$ cat src/design/corePkg.sv
package corePkg;

    //////////////////////////////////////////////////
    // widths
    //////////////////////////////////////////////////

    localparam int regAddrWidth = 4;
    localparam int regCount     = 16;
    localparam int instrWidth   = 16;
    localparam int wbDataWidth  = 16;  // matches the default dataWidth

    //////////////////////////////////////////////////
    // instruction encoding
    //////////////////////////////////////////////////

    typedef enum logic [1:0] {
        opAdd  = 2'd0,
        opSub  = 2'd1,
        opXor  = 2'd2,
        opLoad = 2'd3
    } opCode;

    typedef struct packed {
        opCode                                  op;
        logic [regAddrWidth-1:0]                dst;
        logic [regAddrWidth-1:0]                srcA;
        logic [regAddrWidth-1:0]                srcB;
        logic [instrWidth-3*regAddrWidth-3:0]   spare;
    } aluForm;

    typedef struct packed {
        opCode                                  op;
        logic [regAddrWidth-1:0]                dst;
        logic [regAddrWidth-1:0]                base;
        logic [instrWidth-2*regAddrWidth-3:0]   offset;  // unsigned
    } loadForm;

    // op lines up in both forms
    typedef union packed {
        aluForm  alu;
        loadForm load;
    } instrWord;

    // one register write
    typedef struct packed {
        logic                    valid;
        logic [regAddrWidth-1:0] addr;
        logic [wbDataWidth-1:0]  data;
    } wbPacket;

endpackage

$ cat src/design/regCell.sv
module regCell #(
    parameter int dataWidth = 16
)(
    input  logic                 clk,
    input  logic                 clkEn,
    input  logic                 rstN,
    input  logic                 writeEn,
    input  logic [dataWidth-1:0] dataIn,
    input  logic                 memWriteEn,
    input  logic [dataWidth-1:0] memDataIn,
    input  logic                 dirtySet,
    output logic [dataWidth-1:0] dataOut,
    output logic                 dirtyOut
);

    // any write retires the pending tag
    always_ff @(posedge clk) begin
        if (!rstN) begin
            dirtyOut <= 1'b0;
        end else if (clkEn) begin
            if (writeEn || memWriteEn) dirtyOut <= 1'b0;
            else if (dirtySet)         dirtyOut <= 1'b1;
        end
    end

    always_ff @(posedge clk) begin
        if (clkEn) begin
            if (memWriteEn)   dataOut <= memDataIn;  // memory port wins
            else if (writeEn) dataOut <= dataIn;
        end
    end

endmodule

$ cat src/design/registerFile.sv
module registerFile import corePkg::*; #(
    parameter int dataWidth = 16
)(
    input  logic                    clk,
    input  logic                    clkEn,
    input  logic                    rstN,
    input  logic [regAddrWidth-1:0] readAAddr,
    input  logic                    readAEn,
    output logic [dataWidth-1:0]    readAData,
    input  logic [regAddrWidth-1:0] readBAddr,
    input  logic                    readBEn,
    output logic [dataWidth-1:0]    readBData,
    input  logic                    tagEn,
    input  logic [regAddrWidth-1:0] tagAddr,
    input  wbPacket                 aluWb,
    input  wbPacket                 memWb,
    output logic                    readStall,
    output logic                    regSync
);

    logic [regCount-1:0]  aluDecode;
    logic [regCount-1:0]  memDecode;
    logic [regCount-1:0]  tagDecode;
    logic [dataWidth-1:0] cellData [regCount];
    logic [regCount-1:0]  cellDirty;
    logic                 stallA;
    logic                 stallB;
    logic                 stallTag;

    //////////////////////////////////////////////////
    // one-hot strobes
    //////////////////////////////////////////////////

    always_comb begin
        aluDecode = '0;
        aluDecode[aluWb.addr] = aluWb.valid;
    end

    always_comb begin
        memDecode = '0;
        memDecode[memWb.addr] = memWb.valid;
    end

    // tag only lands when the issue goes through
    always_comb begin
        tagDecode = '0;
        tagDecode[tagAddr] = tagEn && !readStall;
    end

    //////////////////////////////////////////////////
    // cells, r0 hardwired
    //////////////////////////////////////////////////

    assign cellData[0]  = '0;
    assign cellDirty[0] = 1'b0;

    for (genvar i = 1; i < regCount; i++) begin : genCell
        regCell #(.dataWidth(dataWidth)) cell_i (
            .clk        (clk),
            .clkEn      (clkEn),
            .rstN       (rstN),
            .writeEn    (aluDecode[i]),
            .dataIn     (aluWb.data),
            .memWriteEn (memDecode[i]),
            .memDataIn  (memWb.data),
            .dirtySet   (tagDecode[i]),
            .dataOut    (cellData[i]),
            .dirtyOut   (cellDirty[i])
        );
    end

    assign readAData = readAEn ? cellData[readAAddr] : '0;
    assign readBData = readBEn ? cellData[readBAddr] : '0;

    // source hazards plus write-after-write on the destination
    assign stallA    = readAEn && cellDirty[readAAddr];
    assign stallB    = readBEn && cellDirty[readBAddr];
    assign stallTag  = tagEn && cellDirty[tagAddr];
    assign readStall = stallA || stallB || stallTag;
    assign regSync   = ~|cellDirty;

endmodule

$ cat src/design/issueStage.sv
module issueStage import corePkg::*; #(
    parameter int dataWidth    = 16,
    parameter int memAddrWidth = 6
)(
    input  logic                    clk,
    input  logic                    clkEn,
    input  logic                    rstN,
    input  instrWord                instr,
    input  logic                    instrValid,
    output logic                    stall,
    output logic [regAddrWidth-1:0] readAAddr,
    output logic                    readAEn,
    output logic [regAddrWidth-1:0] readBAddr,
    output logic                    readBEn,
    output logic                    tagEn,
    output logic [regAddrWidth-1:0] tagAddr,
    input  logic [dataWidth-1:0]    readAData,
    input  logic [dataWidth-1:0]    readBData,
    input  logic                    readStall,
    output wbPacket                 aluWb,
    output wbPacket                 loadReq
);

    opCode                   op;
    logic                    isLoad;
    logic                    accept;
    logic [dataWidth-1:0]    aluResult;
    logic [memAddrWidth-1:0] loadAddr;
    logic                    aluValid;
    logic                    loadValid;
    logic [regAddrWidth-1:0] aluDst;
    logic [regAddrWidth-1:0] loadDst;
    logic [dataWidth-1:0]    aluData;
    logic [memAddrWidth-1:0] loadAddrQ;

    //////////////////////////////////////////////////
    // decode
    //////////////////////////////////////////////////

    assign op     = instr.alu.op;
    assign isLoad = (op == opLoad);

    assign readAAddr = instr.load.base;  // srcA shares these bits
    assign readAEn   = instrValid;
    assign readBAddr = instr.alu.srcB;
    assign readBEn   = instrValid && !isLoad;  // loads use base only
    assign tagAddr   = instr.alu.dst;
    assign tagEn     = instrValid;

    assign stall  = readStall;
    assign accept = instrValid && !readStall;

    always_comb begin
        case (op)
            opAdd:   aluResult = readAData + readBData;
            opSub:   aluResult = readAData - readBData;
            opXor:   aluResult = readAData ^ readBData;
            default: aluResult = '0;
        endcase
    end

    // base plus offset, wraps in the memory
    assign loadAddr = memAddrWidth'(readAData + dataWidth'(instr.load.offset));

    //////////////////////////////////////////////////
    // issue registers
    //////////////////////////////////////////////////

    always_ff @(posedge clk) begin
        if (!rstN) begin
            aluValid  <= 1'b0;
            loadValid <= 1'b0;
        end else if (clkEn) begin
            aluValid  <= accept && !isLoad;
            loadValid <= accept && isLoad;
        end
    end

    always_ff @(posedge clk) begin
        if (clkEn) begin
            aluDst    <= instr.alu.dst;
            aluData   <= aluResult;
            loadDst   <= instr.load.dst;
            loadAddrQ <= loadAddr;
        end
    end

    assign aluWb   = '{valid: aluValid, addr: aluDst, data: aluData};
    assign loadReq = '{valid: loadValid, addr: loadDst, data: wbDataWidth'(loadAddrQ)};

endmodule

$ cat src/design/loadUnit.sv
module loadUnit import corePkg::*; #(
    parameter int dataWidth    = 16,
    parameter int memAddrWidth = 6,
    parameter int loadLatency  = 3
)(
    input  logic                    clk,
    input  logic                    clkEn,
    input  logic                    rstN,
    input  wbPacket                 loadReq,
    input  logic                    preloadEn,
    input  logic [memAddrWidth-1:0] preloadAddr,
    input  logic [dataWidth-1:0]    preloadData,
    output wbPacket                 loadWb
);

    // request arrives one cycle after issue, output register is the last stage
    localparam int pipeDepth = loadLatency - 1;
    localparam int memWords  = 2 ** memAddrWidth;

    logic [dataWidth-1:0]    mem [memWords];
    logic [memAddrWidth-1:0] reqAddr;
    logic [pipeDepth-1:0]    pipeValid;
    logic [regAddrWidth-1:0] pipeDst  [pipeDepth];
    logic [dataWidth-1:0]    pipeData [pipeDepth];

    //////////////////////////////////////////////////
    // data memory
    //////////////////////////////////////////////////

    assign reqAddr = loadReq.data[memAddrWidth-1:0];

    always_ff @(posedge clk) begin
        if (clkEn && preloadEn) begin
            mem[preloadAddr] <= preloadData;
        end
    end

    //////////////////////////////////////////////////
    // latency pipeline
    //////////////////////////////////////////////////

    always_ff @(posedge clk) begin
        if (!rstN) begin
            pipeValid <= '0;
        end else if (clkEn) begin
            pipeValid[0] <= loadReq.valid;
            for (int i = 1; i < pipeDepth; i++) begin
                pipeValid[i] <= pipeValid[i-1];
            end
        end
    end

    always_ff @(posedge clk) begin
        if (clkEn) begin
            pipeDst[0]  <= loadReq.addr;
            pipeData[0] <= mem[reqAddr];  // read on arrival
            for (int i = 1; i < pipeDepth; i++) begin
                pipeDst[i]  <= pipeDst[i-1];
                pipeData[i] <= pipeData[i-1];
            end
        end
    end

    assign loadWb = '{
        valid: pipeValid[pipeDepth-1],
        addr:  pipeDst[pipeDepth-1],
        data:  pipeData[pipeDepth-1]
    };

endmodule

$ cat src/design/coreTop.sv
module coreTop import corePkg::*; #(
    parameter int dataWidth    = 16,
    parameter int loadLatency  = 3,
    parameter int memAddrWidth = 6
)(
    input  logic                    clk,
    input  logic                    clkEn,
    input  logic                    rstN,
    input  instrWord                instr,
    input  logic                    instrValid,
    output logic                    stall,
    input  logic                    preloadEn,
    input  logic [memAddrWidth-1:0] preloadAddr,
    input  logic [dataWidth-1:0]    preloadData,
    output wbPacket                 aluWb,
    output wbPacket                 loadWb,
    output logic                    regSync
);

    logic [regAddrWidth-1:0] readAAddr;
    logic                    readAEn;
    logic [regAddrWidth-1:0] readBAddr;
    logic                    readBEn;
    logic [dataWidth-1:0]    readAData;
    logic [dataWidth-1:0]    readBData;
    logic                    tagEn;
    logic [regAddrWidth-1:0] tagAddr;
    logic                    readStall;
    wbPacket                 loadReq;

    issueStage #(.dataWidth(dataWidth), .memAddrWidth(memAddrWidth)) issue_i (
        .clk(clk), .clkEn(clkEn), .rstN(rstN),
        .instr(instr), .instrValid(instrValid), .stall(stall),
        .readAAddr(readAAddr), .readAEn(readAEn),
        .readBAddr(readBAddr), .readBEn(readBEn),
        .tagEn(tagEn), .tagAddr(tagAddr),
        .readAData(readAData), .readBData(readBData), .readStall(readStall),
        .aluWb(aluWb), .loadReq(loadReq)
    );

    // both writebacks also leave the slice
    registerFile #(.dataWidth(dataWidth)) regs_i (
        .clk(clk), .clkEn(clkEn), .rstN(rstN),
        .readAAddr(readAAddr), .readAEn(readAEn), .readAData(readAData),
        .readBAddr(readBAddr), .readBEn(readBEn), .readBData(readBData),
        .tagEn(tagEn), .tagAddr(tagAddr),
        .aluWb(aluWb), .memWb(loadWb),
        .readStall(readStall), .regSync(regSync)
    );

    loadUnit #(
        .dataWidth(dataWidth), .memAddrWidth(memAddrWidth), .loadLatency(loadLatency)
    ) load_i (
        .clk(clk), .clkEn(clkEn), .rstN(rstN),
        .loadReq(loadReq),
        .preloadEn(preloadEn), .preloadAddr(preloadAddr), .preloadData(preloadData),
        .loadWb(loadWb)
    );

endmodule

$ cat config.mk
export PLATFORM = sky130hd
export DESIGN_NAME = coreTop
export DESIGN_NICKNAME = d
export VERILOG_FILES = /design/src/design/corePkg.sv /design/src/design/regCell.sv /design/src/design/registerFile.sv /design/src/design/issueStage.sv /design/src/design/loadUnit.sv /design/src/design/coreTop.sv
export SDC_FILE = /design/constraint.sdc
export NUM_CORES = 2
export LEC_CHECK = 0
export BUFFER_PORTS_ARGS = -buffer_cell sky130_fd_sc_hd__buf_2
export CAP_MARGIN = 20
export CORE_ASPECT_RATIO = 1.25
export CORE_MARGIN = 1
export CORE_UTILIZATION = 35
export DETAILED_ROUTE_END_ITERATION = 8
export PLACE_DENSITY = 0.47
export SYNTH_ARGS = -nofsm -noshare
export SYNTH_HDL_FRONTEND = slang
export SYNTH_SLANG_ARGS = --single-unit
$ cat constraint.sdc
create_clock -name clk -period 7.6 [get_ports clk]
set_clock_uncertainty 0.15 [all_clocks]
set_input_delay 1.52 -clock clk [delete_from_list [all_inputs] [get_ports clk]]
set_output_delay 1.52 -clock clk [all_outputs]
set_load 0.02 [all_outputs]
; Word level (Yosys, flattened, before mapping)
; Memory sizes are Yosys's and may differ from the RTL's. A register that Yosys moved wholly into a read port is not among the register bits.
; Index checks and enable logic that the tools add are counted.
[word_totals]
memories = 3
elab_cells = 240
regBits = 285
out_inout_bits = 44
mem_bits_rw = 1064
input_bits = 43
[mem_list]
columns = memory, depth, width, rd, rd_ports_with_merged_regs, wr, line
row1 = load_i.mem, 64, 16, 1, 1, 1, loadUnit.sv:20  ; logic [dataWidth-1:0] mem [memWords];
row2 = load_i.pipeData, 2, 16, 2, 0, 2, loadUnit.sv:24  ; logic [dataWidth-1:0] pipeData [pipeDepth];
row3 = load_i.pipeDst, 2, 4, 2, 0, 2, loadUnit.sv:23  ; logic [regAddrWidth-1:0] pipeDst [pipeDepth];
[classes]
n_reduce_logical = 93
order_cmp = 10
eq_ne = 3
bitwise = 6
addsub = 3
n_mux = 86
[op_table]
columns = op, count
row1 = $mux W16, 36
row2 = $bmux W16 S4, 2
row3 = $reduce_and A2 Y1, 30
row4 = $reduce_bool A2 Y1, 30
row5 = $and A16 B16 Y16, 3
row6 = $pmux W16 S3, 1
row7 = $mux W1, 40
row8 = $lt A4 B5 Y1 const B, 5
row9 = $logic_or A1 B1 Y1, 17
row10 = $add A16 B16 Y16, 1
row11 = $sub A16 B16 Y16, 1
row12 = $xor A16 B16 Y16, 1
row13 = $reduce_or A15 Y1, 1
row14 = $bmux W1 S4, 3
row15 = $demux W1 S4, 3
row16 = $ge A4 B1 Y1 const B, 3
row17 = $logic_and A1 B1 Y1, 11
row18 = $ge A5 B5 Y1 const B, 2
row19 = $not A4 Y5, 2
row20 = $add A6 B6 Y6, 1
row21 = $mux W6, 1
row22 = $eq A2 B2 Y1 const B, 2
row23 = $logic_not A1 Y1, 3
row24 = $eq A2 B1 Y1 const B, 1
row25 = $logic_not A2 Y1, 1

; Logic depth before layout (Yosys ltp)
[depth]
ltp_word = 11
depth_mapped = 21

; Hierarchy
; From an unflattened synthesis, not the netlist that was laid out.
[hier_totals]
cells_unflattened = 3090
area_unflattened_um2 = 60030.1
[by_module_without_submodules]
columns = module, n_inst, area_per_inst_um2, cells_each
row1 = loadUnit, 1, 40881.7, 1847
row2 = regCell, 15, 774.5, 38
row3 = registerFile, 1, 4927.2, 394
row4 = issueStage, 1, 2603.7, 279

; Worst setup path before layout
; Ideal clock, no wire load.
[synth_timing]
path_type = input to register
from = input port instr[6] (netlist name)
to = register issue_i.aluData[14] (data pin)
t_arrival_ps = 5852
setup_ps = 135
cell_stages = 18
slack_ps = 1463
cell_sequence = buf_2 > buf_2 > buf_2 > buf_2 > clkbuf_1 > mux4_2 > mux4_2 > nand2_1 > ha_1 > fa_1 > nor2b_1 > o21ai_0 > a21oi_1 > o21ai_0 > a211oi_1 > o311a_1 > or3_1 > nand3_1
[synth_via]
elab_chain_cells = 7
word_cells_on_any_way = 9
classes_between = add/sub (2) / mux (5) / bitwise (2)
[synth_lines]
columns = element, line
row1 = from (decl), coreTop.sv:9  ; input instrWord instr,
row2 = $not A4 Y5 (not written as such) *, registerFile.sv:72  ; assign readAData = readAEn ? cellData[readAAddr] : '0;
row3 = $bmux W16 S4 *, registerFile.sv:72
row4 = $mux W16 (not written as such) * (2 in a row), registerFile.sv:72
row5 = $mux W16 *, registerFile.sv:72
row6 = $sub A16 B16 Y16 (tied with other cells), issueStage.sv:56  ; opSub: aluResult = readAData - readBData;
row7 = $pmux W16 S3 *, issueStage.sv:54  ; case (op)
row8 = net issue_i.aluResult[14], issueStage.sv:27  ; logic [dataWidth-1:0] aluResult;
row9 = to (signal assigned), issueStage.sv:82  ; aluData <= aluResult;
row10 = to (decl), issueStage.sv:33  ; logic [dataWidth-1:0] aluData;
; Mark *: on every way through the listed nets, which the timed path passes. The rest lies on a longest branch. The select of a mux whose other input is x is not followed.
; A chain may end at the register's enable or synchronous reset.

; Worst setup path after layout
[layout_timing]
from = input port instr[2] (netlist name)
to = register issue_i.aluData[15] (data pin)
[layout_via]
elab_chain_cells = 7
word_cells_on_any_way = 9
classes_between = add/sub (2) / mux (5) / bitwise (2)
[layout_lines]
columns = element, line
row1 = $not A4 Y5 (not written as such) *, registerFile.sv:73  ; assign readBData = readBEn ? cellData[readBAddr] : '0;
row2 = $bmux W16 S4 *, registerFile.sv:73
row3 = $mux W16 (not written as such) * (2 in a row), registerFile.sv:73
row4 = $mux W16 *, registerFile.sv:73
row5 = $sub A16 B16 Y16 (tied with other cells), issueStage.sv:56
row6 = $pmux W16 S3 *, issueStage.sv:54
row7 = net issue_i.aluResult[15], issueStage.sv:27
; Marked as above.

==> impl_metrics.json <==
{
  "status": "finished clean",
  "wl_met1_mm": 63.0,
  "drt_iter0_drc": 2319,
  "grt_pass1_vias": 31600,
  "rows": 167,
  "tightest_slew_ns": 1.07,
  "clk_latency_ns": 0.80,
  "grt_pass1_wl_mm": 235,
  "r2r_slack_ns": 2.91,
  "synth.distinct_cells": 68,
  "crit_start": "instr[2]",
  "final_area_mm2": 0.0671,
  "drive_above_1_share": 0.400,
  "hp-class": "reg2reg",
  "netlist_instances": 2867,
  "synth_ff_type": "edfxtp_1",
  "power_density_mw_per_mm2": 270,
  "cts.path.max_buffers": 3,
  "worstPathRequired_ns": 8.05,
  "fin_crit_ns": 6.01,
  "die_h_um": 459,
  "synth.most_common_cell": "edfxtp_1",
  "pin_count": 87,
  "stdcell_count": 5345,
  "crit_fanout": 33,
  "critPathArrivalTime_ns": 6.46,
  "synthTopCellsByArea": "edfxtp_1 68%, mux4_2 18%, mux2_2 5.5%",
  "startpoint_type": "primary input",
  "timing.rr.end": "issue_i.aluData[15]$_DFFE_PP_",
  "dp.cells": 5055,
  "clock.fmax_mhz": 166,
  "peakVddDrop_mv": 0.245,
  "grt-ovfl-total": 0,
  "highest_layer": "met5",
  "track_usage": 0.198,
  "synth_top_cells_by_count": "1330 x edfxtp_1, 459 x mux4_2, 283 x mux2_2",
  "coreArea_mm2": 0.166,
  "reg2reg_depth": 14,
  "die_x_um": 367,
  "finalSetupViolations": 0,
  "area_growth_syn_to_layout_pct": 14.8,
  "synth_top_cell_area_share": 0.684,
  "rsz0062_at_grt": "no",
  "synthArstFlopShare": 0,
  "syn-cell-area_mm2": 0.0584,
  "num_vias": 29300,
  "setup-tns-final_ns": 0,
  "synth.net_count": 2933,
  "finalCoreUtilization": 0.405,
  "final_antenna_net_count": 0,
  "cts_max_level": 4,
  "ctsResizeCount": 0,
  "cts_buffers": 149,
  "synth.yosys.seq_area_share": 0.692,
  "final_nets": 3090,
  "globalplace.congestion": 0.859,
  "drc": 0,
  "power_uw": 18100,
  "port_buffers": 86,
  "slew_viol_final": 0,
  "met3_wirelength_mm": 6.66,
  "path_class": "in2reg",
  "drv_cap": 0,
  "cts.reportedPaths.clkPinSlew_ns": 0.06,
  "hold_depth": 0,
  "viasPerCell": 5.48,
  "cts_hold_buf": 0,
  "synth_edf_count": 1330,
  "routedWlPerCell_um": 31.1,
  "synth.largest_area_cell": "edfxtp_1",
  "critPathCapture": "issue_i.aluData[15]$_DFFE_PP_",
  "routed_wirelength_mm": 166,
  "synth-warning-count": 0,
  "p_leak_uw": 0.0213,
  "slew_headroom": 0.289,
  "cp-end-kind": "flip-flop",
  "die_area_mm2": 0.169,
  "syn_area_per_cell_um2": 20.4,
  "final_hold_viol_count": 0,
  "dpl_cell_area_mm2": 0.0618,
  "cts-root-buf": "clkbuf_16",
  "timing.final.crit_share": 0.790,
  "cts_sinks": 1355,
  "start_util": 0.353,
  "grt_max_degree": 112,
  "dr_wl_met2_mm": 88.8,
  "ys_seq_elements": 1355,
  "antenna_found_initial": 9,
  "cts_setup_buffers": 0,
  "drt_first_pass_iters": 5,
  "r2r_start": "regs_i.genCell[7].cell_i.dataOut[6]$_DFFE_PP_",
  "hpwl_mm": 98.8,
  "cts_tree": "built"
}
[critical path, stage by stage]
cell,delay [ns]
buf_4,0.43
buf_4,0.63
mux4_2,0.58
mux2i_1,0.22
o22ai_1,0.21
a2111oi_2,0.33
nand3_2,0.17
nor2_1,0.32
a21oi_1,0.13
xnor2_1,0.17
ha_1,0.42
nand3_1,0.10
a211oi_1,0.32
o2111ai_1,0.24
and3_1,0.21
o32a_1,0.29
o22ai_2,0.11
[metrics by stage]
step	hold WS, ns	setup slack, ns
5_1_grt	0.264	1.25
3_3_place_gp	0.255	0.890
4_1_cts	0.261	1.61
2_1_floorplan	0.250	1.46
3_5_place_dp	0.255	0.800
6_report	0.260	1.59
[layout make-up]
type | instances | area [um^2]
Sequential cell | 1355 | 40500
Multi-Input combinational cell | 1272 | 17100
Clock inverter | 100 | 1030
Inverter | 23 | 86.3
Timing Repair Buffer | 223 | 1720
Clock buffer | 173 | 3890
Fill cell | 14700 | 98600
Tap cell | 2197 | 2750
Antenna cell | 2 | 5.00
[worst min-delay path by stage]
stage	start	endpoint	slack, ns
after CTS	load_i.pipeData[0][6]$_DFFE_PP_	load_i.pipeData[0][22]$_DFFE_PP_	0.26
after global routing	load_i.pipeData[0][6]$_DFFE_PP_	load_i.pipeData[0][22]$_DFFE_PP_	0.26
final	load_i.pipeData[0][6]$_DFFE_PP_	load_i.pipeData[0][22]$_DFFE_PP_	0.26
after global placement	load_i.pipeData[0][4]$_DFFE_PP_	load_i.pipeData[0][20]$_DFFE_PP_	0.25
after detailed placement	load_i.pipeData[0][8]$_DFFE_PP_	load_i.pipeData[0][24]$_DFFE_PP_	0.25
after floorplan	load_i.pipeData[0][0]$_DFFE_PP_	load_i.pipeData[0][16]$_DFFE_PP_	0.25
[where the power goes]
group	total, uW	internal [uW]	switching [uW]	leakage [uW]
registers	8650	8390	264	0.0122
clock network	7280	4240	3040	0.00240
logic	2150	1020	1140	0.00662
[flip-flops by register name, indices dropped and copies added (netlist names), named ones only]
| register | flops |
|---|---|
| issue_i.aluData | 16 |
| issue_i.aluDst | 4 |
| load_i.pipeValid | 2 |
| regs_i.genCell.cell_i.dataOut | 240 |
| issue_i.aluValid | 1 |
| load_i.pipeDst | 8 |
| issue_i.loadAddrQ | 6 |
| load_i.pipeData | 32 |
| regs_i.genCell.cell_i.dirtyOut | 15 |
| issue_i.loadValid | 1 |
| load_i.mem | 1024 |
[layer usage]
metal  up-vias  GRT usage
li1      12300          -
met1     15800      0.230
met2       831      0.358
met3       316     0.0309
met4         4     0.0909
met5         -          0
[cells by family after synthesis]
family                   after synthesis  synth area share
XOR/XNOR                              29           0.00435
AND/OR/NAND/NOR                      284            0.0232
AO/OA/AOI/OAI                        167            0.0211
buffers and inverters                240            0.0178
flip-flops                          1355             0.692
adder cells (fa/ha/maj)               23           0.00518
multiplexers                         769             0.236
[layout by cell type (no fill, tap or decap), drive strengths merged, types with 13 or more instances in the layout]
master,netlist,final
a21oi,36,36
a22o,24,24
and2,16,16
buf,78,223
bufinv,0,16
clkbuf,139,173
clkinv,1,72
dfxtp,25,25
edfxtp,1330,1330
ha,21,21
inv,22,31
mux2,285,285
mux2i,25,25
mux4,459,459
nand2,41,41
nand2b,13,13
nand3,23,23
nor2,125,125
o21a,14,14
o22ai,20,20
xnor2,23,23
Power figures use the tool's default switching activity.
